===== config.mk =====
export PLATFORM = sky130hd
export DESIGN_NAME = riscv_core
export DESIGN_NICKNAME = d
export VERILOG_FILES = /design/src/rtl/riscv_pkg.sv /design/src/rtl/fetch_stage.sv /design/src/rtl/control_unit.sv /design/src/rtl/register_file.sv /design/src/rtl/hazard_unit.sv /design/src/rtl/forwarding_unit.sv /design/src/rtl/execute_stage.sv /design/src/rtl/riscv_core.sv
export SDC_FILE = /design/constraint.sdc
export NUM_CORES = 2
export LEC_CHECK = 0
export BUFFER_PORTS_ARGS = -buffer_cell sky130_fd_sc_hd__buf_2
export CAP_MARGIN = 20
export CORE_MARGIN = 4
export CORE_UTILIZATION = 30
export CTS_BUF_LIST = sky130_fd_sc_hd__clkbuf_8
export DETAILED_ROUTE_END_ITERATION = 7
export PLACE_DENSITY = 0.44
export SYNTH_ARGS = -nofsm -noshare
export SYNTH_HDL_FRONTEND = slang
export SYNTH_SLANG_ARGS = --single-unit
export TNS_END_PERCENT = 1

===== constraint.sdc =====
create_clock -name CLK -period 6.6 [get_ports CLK]
set_clock_uncertainty 0.05 [all_clocks]
set_input_delay 0.33 -clock CLK [delete_from_list [all_inputs] [get_ports CLK]]
set_output_delay 0.33 -clock CLK [all_outputs]
set_load 0.05 [all_outputs]

===== src/rtl/riscv_pkg.sv =====
package riscv_pkg;

	// Datapath and register index widths
	localparam int xlen       = 32;
	localparam int reg_addr_w = 5;

	// Major opcodes of the supported subset
	localparam logic [6:0] opc_op     = 7'b0110011;
	localparam logic [6:0] opc_op_imm = 7'b0010011;
	localparam logic [6:0] opc_lui    = 7'b0110111;
	localparam logic [6:0] opc_load   = 7'b0000011;
	localparam logic [6:0] opc_store  = 7'b0100011;
	localparam logic [6:0] opc_branch = 7'b1100011;

	// ADDI x0, x0, 0 used as the pipeline bubble
	localparam logic [31:0] nop_instr = 32'h0000_0013;

	typedef enum logic [2:0] {
		alu_add,
		alu_sub,
		alu_and,
		alu_or,
		alu_xor,
		alu_slt,
		// Operand B straight through, for LUI
		alu_pass_b
	} alu_op_t;

	// Operand source for the execute stage
	typedef enum logic [1:0] {
		fwd_reg,
		fwd_from_mem,
		fwd_from_wb
	} fwd_sel_t;

	// Instruction formats, msb first
	typedef struct packed {
		logic [6:0]            funct7;
		logic [reg_addr_w-1:0] rs2;
		logic [reg_addr_w-1:0] rs1;
		logic [2:0]            funct3;
		logic [reg_addr_w-1:0] rd;
		logic [6:0]            opcode;
	} r_fmt_t;

	typedef struct packed {
		logic [11:0]           imm_11_0;
		logic [reg_addr_w-1:0] rs1;
		logic [2:0]            funct3;
		logic [reg_addr_w-1:0] rd;
		logic [6:0]            opcode;
	} i_fmt_t;

	typedef struct packed {
		logic [6:0]            imm_11_5;
		logic [reg_addr_w-1:0] rs2;
		logic [reg_addr_w-1:0] rs1;
		logic [2:0]            funct3;
		logic [4:0]            imm_4_0;
		logic [6:0]            opcode;
	} s_fmt_t;

	typedef struct packed {
		logic                  imm_12;
		logic [5:0]            imm_10_5;
		logic [reg_addr_w-1:0] rs2;
		logic [reg_addr_w-1:0] rs1;
		logic [2:0]            funct3;
		logic [3:0]            imm_4_1;
		logic                  imm_11;
		logic [6:0]            opcode;
	} b_fmt_t;

	typedef struct packed {
		logic [19:0]           imm_31_12;
		logic [reg_addr_w-1:0] rd;
		logic [6:0]            opcode;
	} u_fmt_t;

	// One instruction word, read through whichever format applies
	typedef union packed {
		r_fmt_t r;
		i_fmt_t i;
		s_fmt_t s;
		b_fmt_t b;
		u_fmt_t u;
	} instr_t;

endpackage


===== src/rtl/fetch_stage.sv =====
`timescale 1ns/1ps

module fetch_stage import riscv_pkg::*; (
	input  logic            CLK,
	input  logic            rst,
	input  logic            en,
	input  logic            stall,
	input  logic            redirect,
	input  logic [xlen-1:0] redirect_pc,
	output logic [xlen-1:0] pc
);

	// Redirect wins over a load-use hold
	always_ff @(posedge CLK) begin
		if (rst) begin
			pc <= '0;
		end else if (en) begin
			if (redirect) begin
				pc <= redirect_pc;
			end else if (!stall) begin
				pc <= pc + xlen'(4);
			end
		end
	end

	// Branch targets come from the execute stage adder
	a_pc_aligned: assert property (
		@(posedge CLK) disable iff (rst)
		pc[1:0] == 2'b00
	) else $error("fetch_stage: pc %h not word aligned", pc);

endmodule


===== src/rtl/control_unit.sv =====
`timescale 1ns/1ps

module control_unit import riscv_pkg::*; (
	input  instr_t                instr,
	output logic [reg_addr_w-1:0] rs1,
	output logic [reg_addr_w-1:0] rs2,
	output logic [reg_addr_w-1:0] rd,
	output logic [xlen-1:0]       imm,
	output alu_op_t               alu_op,
	output logic                  use_imm,
	output logic                  reg_write,
	output logic                  mem_read,
	output logic                  mem_write,
	output logic                  is_branch,
	output logic                  branch_ne,
	output logic                  illegal
);

	always_comb begin
		// Register fields sit at the same bits in every format
		rs1       = instr.r.rs1;
		rs2       = instr.r.rs2;
		rd        = instr.r.rd;
		imm       = '0;
		alu_op    = alu_add;
		use_imm   = 1'b0;
		reg_write = 1'b0;
		mem_read  = 1'b0;
		mem_write = 1'b0;
		is_branch = 1'b0;
		branch_ne = 1'b0;
		illegal   = 1'b0;
		case (instr.r.opcode)
			opc_op: begin
				reg_write = 1'b1;
				case (instr.r.funct3)
					3'b000: alu_op = instr.r.funct7[5] ? alu_sub : alu_add;
					3'b010: alu_op = alu_slt;
					3'b100: alu_op = alu_xor;
					3'b110: alu_op = alu_or;
					3'b111: alu_op = alu_and;
					default: illegal = 1'b1;
				endcase
			end
			opc_op_imm: begin
				// ADDI only
				rs2       = '0;
				imm       = {{20{instr.i.imm_11_0[11]}}, instr.i.imm_11_0};
				use_imm   = 1'b1;
				reg_write = 1'b1;
				illegal   = instr.i.funct3 != 3'b000;
			end
			opc_lui: begin
				rs1       = '0;
				rs2       = '0;
				imm       = {instr.u.imm_31_12, 12'h000};
				alu_op    = alu_pass_b;
				use_imm   = 1'b1;
				reg_write = 1'b1;
			end
			opc_load: begin
				// LW, address is rs1 plus I immediate
				rs2       = '0;
				imm       = {{20{instr.i.imm_11_0[11]}}, instr.i.imm_11_0};
				use_imm   = 1'b1;
				reg_write = 1'b1;
				mem_read  = 1'b1;
				illegal   = instr.i.funct3 != 3'b010;
			end
			opc_store: begin
				rd        = '0;
				imm       = {{20{instr.s.imm_11_5[6]}}, instr.s.imm_11_5, instr.s.imm_4_0};
				use_imm   = 1'b1;
				mem_write = 1'b1;
				illegal   = instr.s.funct3 != 3'b010;
			end
			opc_branch: begin
				// BEQ is funct3 000, BNE is 001
				rd        = '0;
				imm       = {{19{instr.b.imm_12}}, instr.b.imm_12, instr.b.imm_11,
					instr.b.imm_10_5, instr.b.imm_4_1, 1'b0};
				is_branch = 1'b1;
				branch_ne = instr.b.funct3[0];
				illegal   = instr.b.funct3[2:1] != 2'b00;
			end
			default: illegal = 1'b1;
		endcase
		// Anything unsupported leaves as a bubble
		if (illegal) begin
			rs1       = '0;
			rs2       = '0;
			rd        = '0;
			use_imm   = 1'b0;
			reg_write = 1'b0;
			mem_read  = 1'b0;
			mem_write = 1'b0;
			is_branch = 1'b0;
			branch_ne = 1'b0;
		end
	end

endmodule


===== src/rtl/register_file.sv =====
`timescale 1ns/1ps

module register_file import riscv_pkg::*; (
	input  logic                  CLK,
	input  logic                  rst,
	input  logic [reg_addr_w-1:0] ra1,
	input  logic [reg_addr_w-1:0] ra2,
	output logic [xlen-1:0]       rd1,
	output logic [xlen-1:0]       rd2,
	input  logic                  we,
	input  logic [reg_addr_w-1:0] wa,
	input  logic [xlen-1:0]       wd
);

	logic [xlen-1:0] regs [2**reg_addr_w];

	// x0 reads zero, same-cycle write passes straight through
	function automatic logic [xlen-1:0] read_port(
		input logic [reg_addr_w-1:0] ra,
		input logic                  w_en,
		input logic [reg_addr_w-1:0] w_addr,
		input logic [xlen-1:0]       w_data,
		input logic [xlen-1:0]       stored
	);
		if (ra == '0) begin
			return '0;
		end
		if (w_en && w_addr == ra) begin
			return w_data;
		end
		return stored;
	endfunction

	always_ff @(posedge CLK) begin
		if (rst) begin
			for (int k = 0; k < 2**reg_addr_w; k++) begin
				regs[k] <= '0;
			end
		end else if (we && wa != '0) begin
			regs[wa] <= wd;
		end
	end

	always_comb begin
		rd1 = read_port(ra1, we, wa, wd, regs[ra1]);
		rd2 = read_port(ra2, we, wa, wd, regs[ra2]);
	end

endmodule


===== src/rtl/hazard_unit.sv =====
`timescale 1ns/1ps

module hazard_unit import riscv_pkg::*; (
	input  logic                  ex_mem_read,
	input  logic [reg_addr_w-1:0] ex_rd,
	input  logic [reg_addr_w-1:0] dec_rs1,
	input  logic [reg_addr_w-1:0] dec_rs2,
	input  logic                  branch_taken,
	output logic                  stall_if,
	output logic                  flush_dec_ex,
	output logic                  flush_if_dec
);

	logic load_use;

	// Load result arrives too late for the next instruction's EX
	assign load_use = ex_mem_read && ex_rd != '0
		&& (ex_rd == dec_rs1 || ex_rd == dec_rs2);

	// Taken branch squashes both younger stages and overrides the hold
	assign stall_if     = load_use && !branch_taken;
	assign flush_if_dec = branch_taken;
	assign flush_dec_ex = load_use || branch_taken;

	// A branch in EX is never also the load that would cause a hold
	always_comb begin
		a_no_stall_on_branch: assert final (!(ex_mem_read && branch_taken))
			else $error("hazard_unit: load and taken branch in EX together");
	end

endmodule


===== src/rtl/forwarding_unit.sv =====
`timescale 1ns/1ps

module forwarding_unit import riscv_pkg::*; (
	input  logic [reg_addr_w-1:0] ex_rs1,
	input  logic [reg_addr_w-1:0] ex_rs2,
	input  logic [reg_addr_w-1:0] mem_rd,
	input  logic                  mem_reg_write,
	input  logic [reg_addr_w-1:0] wb_rd,
	input  logic                  wb_reg_write,
	output fwd_sel_t              fwd_a,
	output fwd_sel_t              fwd_b
);

	// Youngest producer wins, x0 is never bypassed
	function automatic fwd_sel_t pick(
		input logic [reg_addr_w-1:0] src,
		input logic [reg_addr_w-1:0] m_rd,
		input logic                  m_we,
		input logic [reg_addr_w-1:0] w_rd,
		input logic                  w_we
	);
		if (src == '0) begin
			return fwd_reg;
		end
		if (m_we && m_rd == src) begin
			return fwd_from_mem;
		end
		if (w_we && w_rd == src) begin
			return fwd_from_wb;
		end
		return fwd_reg;
	endfunction

	assign fwd_a = pick(ex_rs1, mem_rd, mem_reg_write, wb_rd, wb_reg_write);
	assign fwd_b = pick(ex_rs2, mem_rd, mem_reg_write, wb_rd, wb_reg_write);

endmodule


===== src/rtl/execute_stage.sv =====
`timescale 1ns/1ps

module execute_stage import riscv_pkg::*; (
	input  logic [xlen-1:0] pc,
	input  logic [xlen-1:0] imm,
	input  logic [xlen-1:0] rs1_val,
	input  logic [xlen-1:0] rs2_val,
	input  fwd_sel_t        fwd_a,
	input  fwd_sel_t        fwd_b,
	input  logic [xlen-1:0] mem_result,
	input  logic [xlen-1:0] wb_result,
	input  alu_op_t         alu_op,
	input  logic            use_imm,
	input  logic            is_branch,
	input  logic            branch_ne,
	output logic [xlen-1:0] alu_result,
	output logic [xlen-1:0] store_data,
	output logic            branch_taken,
	output logic [xlen-1:0] branch_target
);

	logic [xlen-1:0] op_a;
	logic [xlen-1:0] op_b;
	logic [xlen-1:0] src_b;

	function automatic logic [xlen-1:0] bypass(
		input fwd_sel_t        sel,
		input logic [xlen-1:0] reg_val,
		input logic [xlen-1:0] from_mem,
		input logic [xlen-1:0] from_wb
	);
		case (sel)
			fwd_from_mem: return from_mem;
			fwd_from_wb:  return from_wb;
			default:      return reg_val;
		endcase
	endfunction

	// Forwarded operands, B also feeds the store and the compare
	assign op_a       = bypass(fwd_a, rs1_val, mem_result, wb_result);
	assign src_b      = bypass(fwd_b, rs2_val, mem_result, wb_result);
	assign op_b       = use_imm ? imm : src_b;
	assign store_data = src_b;

	always_comb begin
		case (alu_op)
			alu_sub:    alu_result = op_a - op_b;
			alu_and:    alu_result = op_a & op_b;
			alu_or:     alu_result = op_a | op_b;
			alu_xor:    alu_result = op_a ^ op_b;
			alu_slt:    alu_result = {{(xlen-1){1'b0}}, $signed(op_a) < $signed(op_b)};
			alu_pass_b: alu_result = op_b;
			default:    alu_result = op_a + op_b;
		endcase
	end

	// BEQ on equal, BNE on not equal
	assign branch_taken  = is_branch && ((op_a == src_b) != branch_ne);
	assign branch_target = pc + imm;

endmodule


===== src/rtl/riscv_core.sv =====
`timescale 1ns/1ps

module riscv_core import riscv_pkg::*; (
	input  logic                  CLK,
	input  logic                  rst,
	input  logic                  en,
	output logic [xlen-1:0]       instr_addr,
	input  logic [xlen-1:0]       instr_rdata,
	output logic                  data_req,
	output logic                  data_we,
	output logic [xlen-1:0]       data_addr,
	output logic [xlen-1:0]       data_wdata,
	input  logic [xlen-1:0]       data_rdata,
	output logic                  retire_valid,
	output logic [reg_addr_w-1:0] retire_rd,
	output logic [xlen-1:0]       retire_data
);

	// Hazard and branch
	logic            stall_if;
	logic            flush_if_dec;
	logic            flush_dec_ex;
	logic            branch_taken;
	logic [xlen-1:0] branch_target;
	logic [xlen-1:0] pc;

	// IF/DEC
	logic [xlen-1:0] if_dec_pc;
	instr_t          if_dec_instr;

	// Decode outputs
	logic [reg_addr_w-1:0] dec_rs1;
	logic [reg_addr_w-1:0] dec_rs2;
	logic [reg_addr_w-1:0] dec_rd;
	logic [xlen-1:0]       dec_imm;
	logic [xlen-1:0]       dec_rs1_val;
	logic [xlen-1:0]       dec_rs2_val;
	alu_op_t               dec_alu_op;
	logic                  dec_use_imm;
	logic                  dec_reg_write;
	logic                  dec_mem_read;
	logic                  dec_mem_write;
	logic                  dec_is_branch;
	logic                  dec_branch_ne;
	logic                  dec_illegal;

	// DEC/EX
	logic [xlen-1:0]       ex_pc;
	logic [xlen-1:0]       ex_imm;
	logic [xlen-1:0]       ex_rs1_val;
	logic [xlen-1:0]       ex_rs2_val;
	logic [reg_addr_w-1:0] ex_rs1;
	logic [reg_addr_w-1:0] ex_rs2;
	logic [reg_addr_w-1:0] ex_rd;
	alu_op_t               ex_alu_op;
	logic                  ex_use_imm;
	logic                  ex_reg_write;
	logic                  ex_mem_read;
	logic                  ex_mem_write;
	logic                  ex_is_branch;
	logic                  ex_branch_ne;
	fwd_sel_t              fwd_a;
	fwd_sel_t              fwd_b;
	logic [xlen-1:0]       ex_alu_result;
	logic [xlen-1:0]       ex_store_data;

	// EX/MEM
	logic [xlen-1:0]       mem_alu_result;
	logic [xlen-1:0]       mem_store_data;
	logic [reg_addr_w-1:0] mem_rd;
	logic                  mem_reg_write;
	logic                  mem_mem_read;
	logic                  mem_mem_write;
	logic [xlen-1:0]       mem_value;

	// MEM/WB
	logic [xlen-1:0]       wb_value;
	logic [reg_addr_w-1:0] wb_rd;
	logic                  wb_reg_write;

	hazard_unit u_hazard (
		.ex_mem_read  (ex_mem_read),
		.ex_rd        (ex_rd),
		.dec_rs1      (dec_rs1),
		.dec_rs2      (dec_rs2),
		.branch_taken (branch_taken),
		.stall_if     (stall_if),
		.flush_dec_ex (flush_dec_ex),
		.flush_if_dec (flush_if_dec)
	);

	fetch_stage u_fetch (
		.CLK         (CLK),
		.rst         (rst),
		.en          (en),
		.stall       (stall_if),
		.redirect    (branch_taken),
		.redirect_pc (branch_target),
		.pc          (pc)
	);

	assign instr_addr = pc;

	// Flushed fetch becomes a NOP, stall holds the entry
	always_ff @(posedge CLK) begin
		if (rst) begin
			if_dec_instr <= nop_instr;
		end else if (en) begin
			if (flush_if_dec) begin
				if_dec_instr <= nop_instr;
			end else if (!stall_if) begin
				if_dec_instr <= instr_rdata;
			end
		end
	end

	always_ff @(posedge CLK) begin
		if (en && !stall_if) begin
			if_dec_pc <= pc;
		end
	end

	control_unit u_control (
		.instr     (if_dec_instr),
		.rs1       (dec_rs1),
		.rs2       (dec_rs2),
		.rd        (dec_rd),
		.imm       (dec_imm),
		.alu_op    (dec_alu_op),
		.use_imm   (dec_use_imm),
		.reg_write (dec_reg_write),
		.mem_read  (dec_mem_read),
		.mem_write (dec_mem_write),
		.is_branch (dec_is_branch),
		.branch_ne (dec_branch_ne),
		.illegal   (dec_illegal)
	);

	// Write port from writeback, frozen with the pipeline
	register_file u_regs (
		.CLK (CLK),
		.rst (rst),
		.ra1 (dec_rs1),
		.ra2 (dec_rs2),
		.rd1 (dec_rs1_val),
		.rd2 (dec_rs2_val),
		.we  (en && wb_reg_write),
		.wa  (wb_rd),
		.wd  (wb_value)
	);

	// Bubble on load-use hold or branch squash
	always_ff @(posedge CLK) begin
		if (rst) begin
			ex_reg_write <= 1'b0;
			ex_mem_read  <= 1'b0;
			ex_mem_write <= 1'b0;
			ex_is_branch <= 1'b0;
		end else if (en) begin
			ex_reg_write <= dec_reg_write && !flush_dec_ex;
			ex_mem_read  <= dec_mem_read && !flush_dec_ex;
			ex_mem_write <= dec_mem_write && !flush_dec_ex;
			ex_is_branch <= dec_is_branch && !flush_dec_ex;
		end
	end

	always_ff @(posedge CLK) begin
		if (en) begin
			ex_pc        <= if_dec_pc;
			ex_imm       <= dec_imm;
			ex_rs1_val   <= dec_rs1_val;
			ex_rs2_val   <= dec_rs2_val;
			ex_rs1       <= dec_rs1;
			ex_rs2       <= dec_rs2;
			ex_rd        <= dec_rd;
			ex_alu_op    <= dec_alu_op;
			ex_use_imm   <= dec_use_imm;
			ex_branch_ne <= dec_branch_ne;
		end
	end

	forwarding_unit u_forward (
		.ex_rs1        (ex_rs1),
		.ex_rs2        (ex_rs2),
		.mem_rd        (mem_rd),
		.mem_reg_write (mem_reg_write),
		.wb_rd         (wb_rd),
		.wb_reg_write  (wb_reg_write),
		.fwd_a         (fwd_a),
		.fwd_b         (fwd_b)
	);

	execute_stage u_execute (
		.pc            (ex_pc),
		.imm           (ex_imm),
		.rs1_val       (ex_rs1_val),
		.rs2_val       (ex_rs2_val),
		.fwd_a         (fwd_a),
		.fwd_b         (fwd_b),
		.mem_result    (mem_value),
		.wb_result     (wb_value),
		.alu_op        (ex_alu_op),
		.use_imm       (ex_use_imm),
		.is_branch     (ex_is_branch),
		.branch_ne     (ex_branch_ne),
		.alu_result    (ex_alu_result),
		.store_data    (ex_store_data),
		.branch_taken  (branch_taken),
		.branch_target (branch_target)
	);

	always_ff @(posedge CLK) begin
		if (rst) begin
			mem_reg_write <= 1'b0;
			mem_mem_read  <= 1'b0;
			mem_mem_write <= 1'b0;
		end else if (en) begin
			mem_reg_write <= ex_reg_write;
			mem_mem_read  <= ex_mem_read;
			mem_mem_write <= ex_mem_write;
		end
	end

	always_ff @(posedge CLK) begin
		if (en) begin
			mem_alu_result <= ex_alu_result;
			mem_store_data <= ex_store_data;
			mem_rd         <= ex_rd;
		end
	end

	// Single-cycle strobe, word address only
	assign data_req   = en && (mem_mem_read || mem_mem_write);
	assign data_we    = en && mem_mem_write;
	assign data_addr  = {mem_alu_result[xlen-1:2], 2'b00};
	assign data_wdata = mem_store_data;

	// Load data is valid in this same cycle
	assign mem_value = mem_mem_read ? data_rdata : mem_alu_result;

	always_ff @(posedge CLK) begin
		if (rst) begin
			wb_reg_write <= 1'b0;
		end else if (en) begin
			wb_reg_write <= mem_reg_write;
		end
	end

	always_ff @(posedge CLK) begin
		if (en) begin
			wb_value <= mem_value;
			wb_rd    <= mem_rd;
		end
	end

	// Writes to x0 never show up as retirements
	assign retire_valid = en && wb_reg_write && wb_rd != '0;
	assign retire_rd    = wb_rd;
	assign retire_data  = wb_value;

	// Entry in decode is real unless a taken branch or hold discards it
	a_no_illegal: assert property (
		@(posedge CLK) disable iff (rst)
		en && !flush_dec_ex |-> !dec_illegal
	) else $error("riscv_core: illegal instruction %h at pc %h", if_dec_instr, if_dec_pc);

endmodule


==> impl_metrics.yaml <==
outcome:
  status: "finished, violations left"
  violations: "design-rule violations"
sta:
  tns_ns: 0
  rsz0062_at_grt: "no"
  max_freq_mhz: 158
  worst_pin_slew_ns: 1.49
  period_share: 0.962
  setup_viol: 0
  finalHoldViolCount: 0
  fin_crit_ns: 6.35
  maxSlewHeadroom: 0.00794
  drv_slew: 0
pwr:
  p_int_uw: 15600
  peakVddDrop_v: 0.000167
  seq_power_share: 0.445
  clockPowerShare: 0.362
  powerDensity_mw_per_mm2: 251
  p_sw_frac: 0.328
  comb_power_share: 0.193
  leakage_uw: 0.0339
  p_sw_uw: 7640
cells_and_area:
  syn2layout_area_growth_pct: 16.2
  multiInputGateArea_mm2: 0.0358
  fill_cells: 26600
  final_cell_mix: "nand2_1, edfxtp_1, and2_1"
  post-route-cell-area_mm2: 0.0926
  final_common_cell: "nand2_1"
  fin_util: 0.352
  regArea_mm2: 0.0408
  final_nets: 8854
  drive_gt1_frac: 0.130
grt:
  grt_max_degree: 130
  antenna_found_initial: 20
  grt-ovfl-total: 0
  grt_first_pass_wirelength_mm: 543
  grt.total_usage: 0.277
  grt_pass1_vias: 67900
synth:
  yosysWarnings: 0
  postSynthAreaPerCell_um2: 9.47
  synth_ff_type: "edfxtp_1"
  ys_ff_latch: 1382
  synthArstFlopShare: 0
  synth_area_mm2: 0.0797
  syn_inst: 8413
  ys_seq_area_frac: 0.512
  ys_types: 97
  synth_edf_count: 1310
min_path:
  hp-class: "input pin to flip-flop"
setup_path:
  worstRegToRegCells: 12
  required_ns: 7.31
  crit_type: "flip-flop to flip-flop"
  cp_data_arrival_time_ns: 7.06
  regToRegSetupSlack_ns: 0.25
  crit-reg2reg-launch: "if_dec_instr[13]"
  crit_path_end: "ex_rs1_val[14]"
  timing.rr.end: "ex_rs1_val[14]"
  critPathCaptureType: "flip-flop"
  startpoint_type: "flip-flop"
  critical_path.startpoint: "if_dec_instr[13]"
  cp_max_fo: 17
routing:
  drt_iter0_drc: 9585
  antenna_left: 0
  via_per_inst: 5.81
  drc: 5
  wl_mm: 392
  drtPass1Iterations: 8
  wl_per_cell_um: 31.7
  vias: 72000
cts:
  clockBufferDepth: 4
  ctsResizeCount: 0
  clk_latency_ns: 1.07
  clock-root-buffer: "clkbuf_8"
  cts.sinks: 1382
  post-cts-setup-buffers: 0
  numCtsBuffers: 285
  cts_tree: "done"
  h-tree-depth: 5
  path_clk_slew_ns: 0.07
placement:
  gp_congestion: 0.974
  io_buffers: 200
  dpl.hpwl_mm: 253
  placed_area_mm2: 0.0866
floorplanning:
  coreArea_mm2: 0.263
  std_cell_rows: 188
  initial_utilization: 0.303
  die_y_um: 523
  die_x_um: 523
  pin_count: 203
  fp.dieArea_mm2: 0.274
flow_run:
  drv_cap: 0
## cell families (layout without fill, tap and decap cells)
| group | after synthesis | in the layout | share of synthesized area |
|---|---|---|---|
| xor gates and xnor gates | 97 | 97 | 0.0107 |
| other | 1 | 59 | 0.0000470 |
| AOI/OAI and AO/OA | 1664 | 1664 | 0.144 |
| buffers and inverters | 1018 | 1407 | 0.0504 |
| and+or+nand+nor | 3937 | 3937 | 0.239 |
| DFF | 1382 | 1382 | 0.512 |
| muxes | 181 | 181 | 0.0236 |
| adders and majority gates | 133 | 133 | 0.0210 |
## flip-flops by register name, summed over array words and instances, names as in the netlist, 3 cells and up
register        count
retire_rd           5
ex_rs1              5
retire_data        32
ex_alu_op           3
if_dec_instr       32
ex_rs2_val         32
u_regs.regs      1024
data_wdata         32
ex_rd               5
u_fetch.pc         32
if_dec_pc          32
ex_imm             32
ex_rs2              5
mem_alu_result     32
mem_rd              5
ex_pc              32
ex_rs1_val         32
## power by group through the flow
stage / clock (uW) / sequential, uW / combinational, uW
3_5_place_dp: 0 / 10500 / 4320
4_1_cts: 8610 / 10400 / 4380
2_1_floorplan: 0 / 10500 / 2210
6_report: 8440 / 10400 / 4480
5_1_grt: 9030 / 10400 / 4670
3_3_place_gp: 0 / 10500 / 4310
## synth_stat cells (all sizes together) (12+ instances only)
master   instances  area [um^2]
nand2         1574         5910
edfxtp        1310        39300
and2           798         4990
nand3          728         3640
clkbuf         649         2440
a21oi          421         2110
nor3           279         1400
o221ai         242         2120
nor2           236          888
o21ai          236         1180
inv            204          766
buf            163          807
mux2i          143         1430
ha             132         1650
a31oi          120          751
a22oi           94          706
and3            87          544
xnor2           83          727
o22ai           77          482
dfxtp           72         1440
a211oi          65          493
a311oi          50          438
nand4           50          313
a21o            44          330
o31ai           41          308
nor4            39          287
a221oi          38          339
mux2            36          405
o211ai          32          254
nor2b           31          194
a221o           26          260
a32o            26          260
o311ai          25          339
or3             25          156
o21bai          22          165
and4            20          175
nand2b          18          113
or4             18          139
o21a            15          113
o2111ai         14          123
xor2            14          123
a211o           13          114
nand3b          12         90.1
## timing repair
item,in CTS,in global routing
hold buffers,98,0
hold endpoints to repair,135,0
setup endpoints to repair,0,0
## worst min-delay path by stage
stage | slack, ns | to | start | cells past startpoint
2_1_floorplan | 0.35 | ex_pc[0] | if_dec_pc[0] | 0
3_3_place_gp | 0.35 | ex_pc[24] | if_dec_pc[24] | 0
3_5_place_dp | 0.35 | ex_pc[14] | if_dec_pc[14] | 0
4_1_cts | 0.12 | retire_data[29] | data_rdata[29] | 3
5_1_grt | 0.16 | retire_data[29] | data_rdata[29] | 3
6_report | 0.21 | retire_data[25] | data_rdata[25] | 3
## routing by layer
metal,vias to the layer above,global-route usage,share of wire
li1,31100,-,-
met1,36100,0.369,0.42
met2,3996,0.428,0.44
met3,781,0.0596,0.089
met4,4,0.134,0.054
met5,-,0,0.000056
## stage by stage
step	worst slack [ns]	hold slack [ns]	power, uW	std cells
4_1_cts	0.351	0.120	23300	12300
5_1_grt	0.00703	0.161	24100	12400
2_1_floorplan	0.0116	0.350	12700	8446
3_3_place_gp	0.345	0.352	14900	11800
6_report	0.253	0.212	23300	12400
3_5_place_dp	0.355	0.355	14900	11800
## final cells by class
class,instances,share of cell area
Sequential cell,1382,0.440
Multi-Input combinational cell,6046,0.386
Timing Repair Buffer,733,0.0634
Tap cell,3515,0.0475
Clock buffer,293,0.0435
Clock inverter,175,0.00985
Inverter,206,0.00875
Antenna cell,25,0.000675
## critical path, stage by stage (launching register included)
cell	delay, ns
dfxtp_1	0.62
or3_1	0.17
o21ai_0	0.08
a211oi_1	0.71
nor4_4	0.11
buf_4	0.23
buf_4	0.24
nand2_1	0.10
buf_4	0.37
clkinv_1	0.70
nand2_1	1.25
o22ai_1	0.61
o31ai_1	0.77
Power figures use the tool's default switching activity.
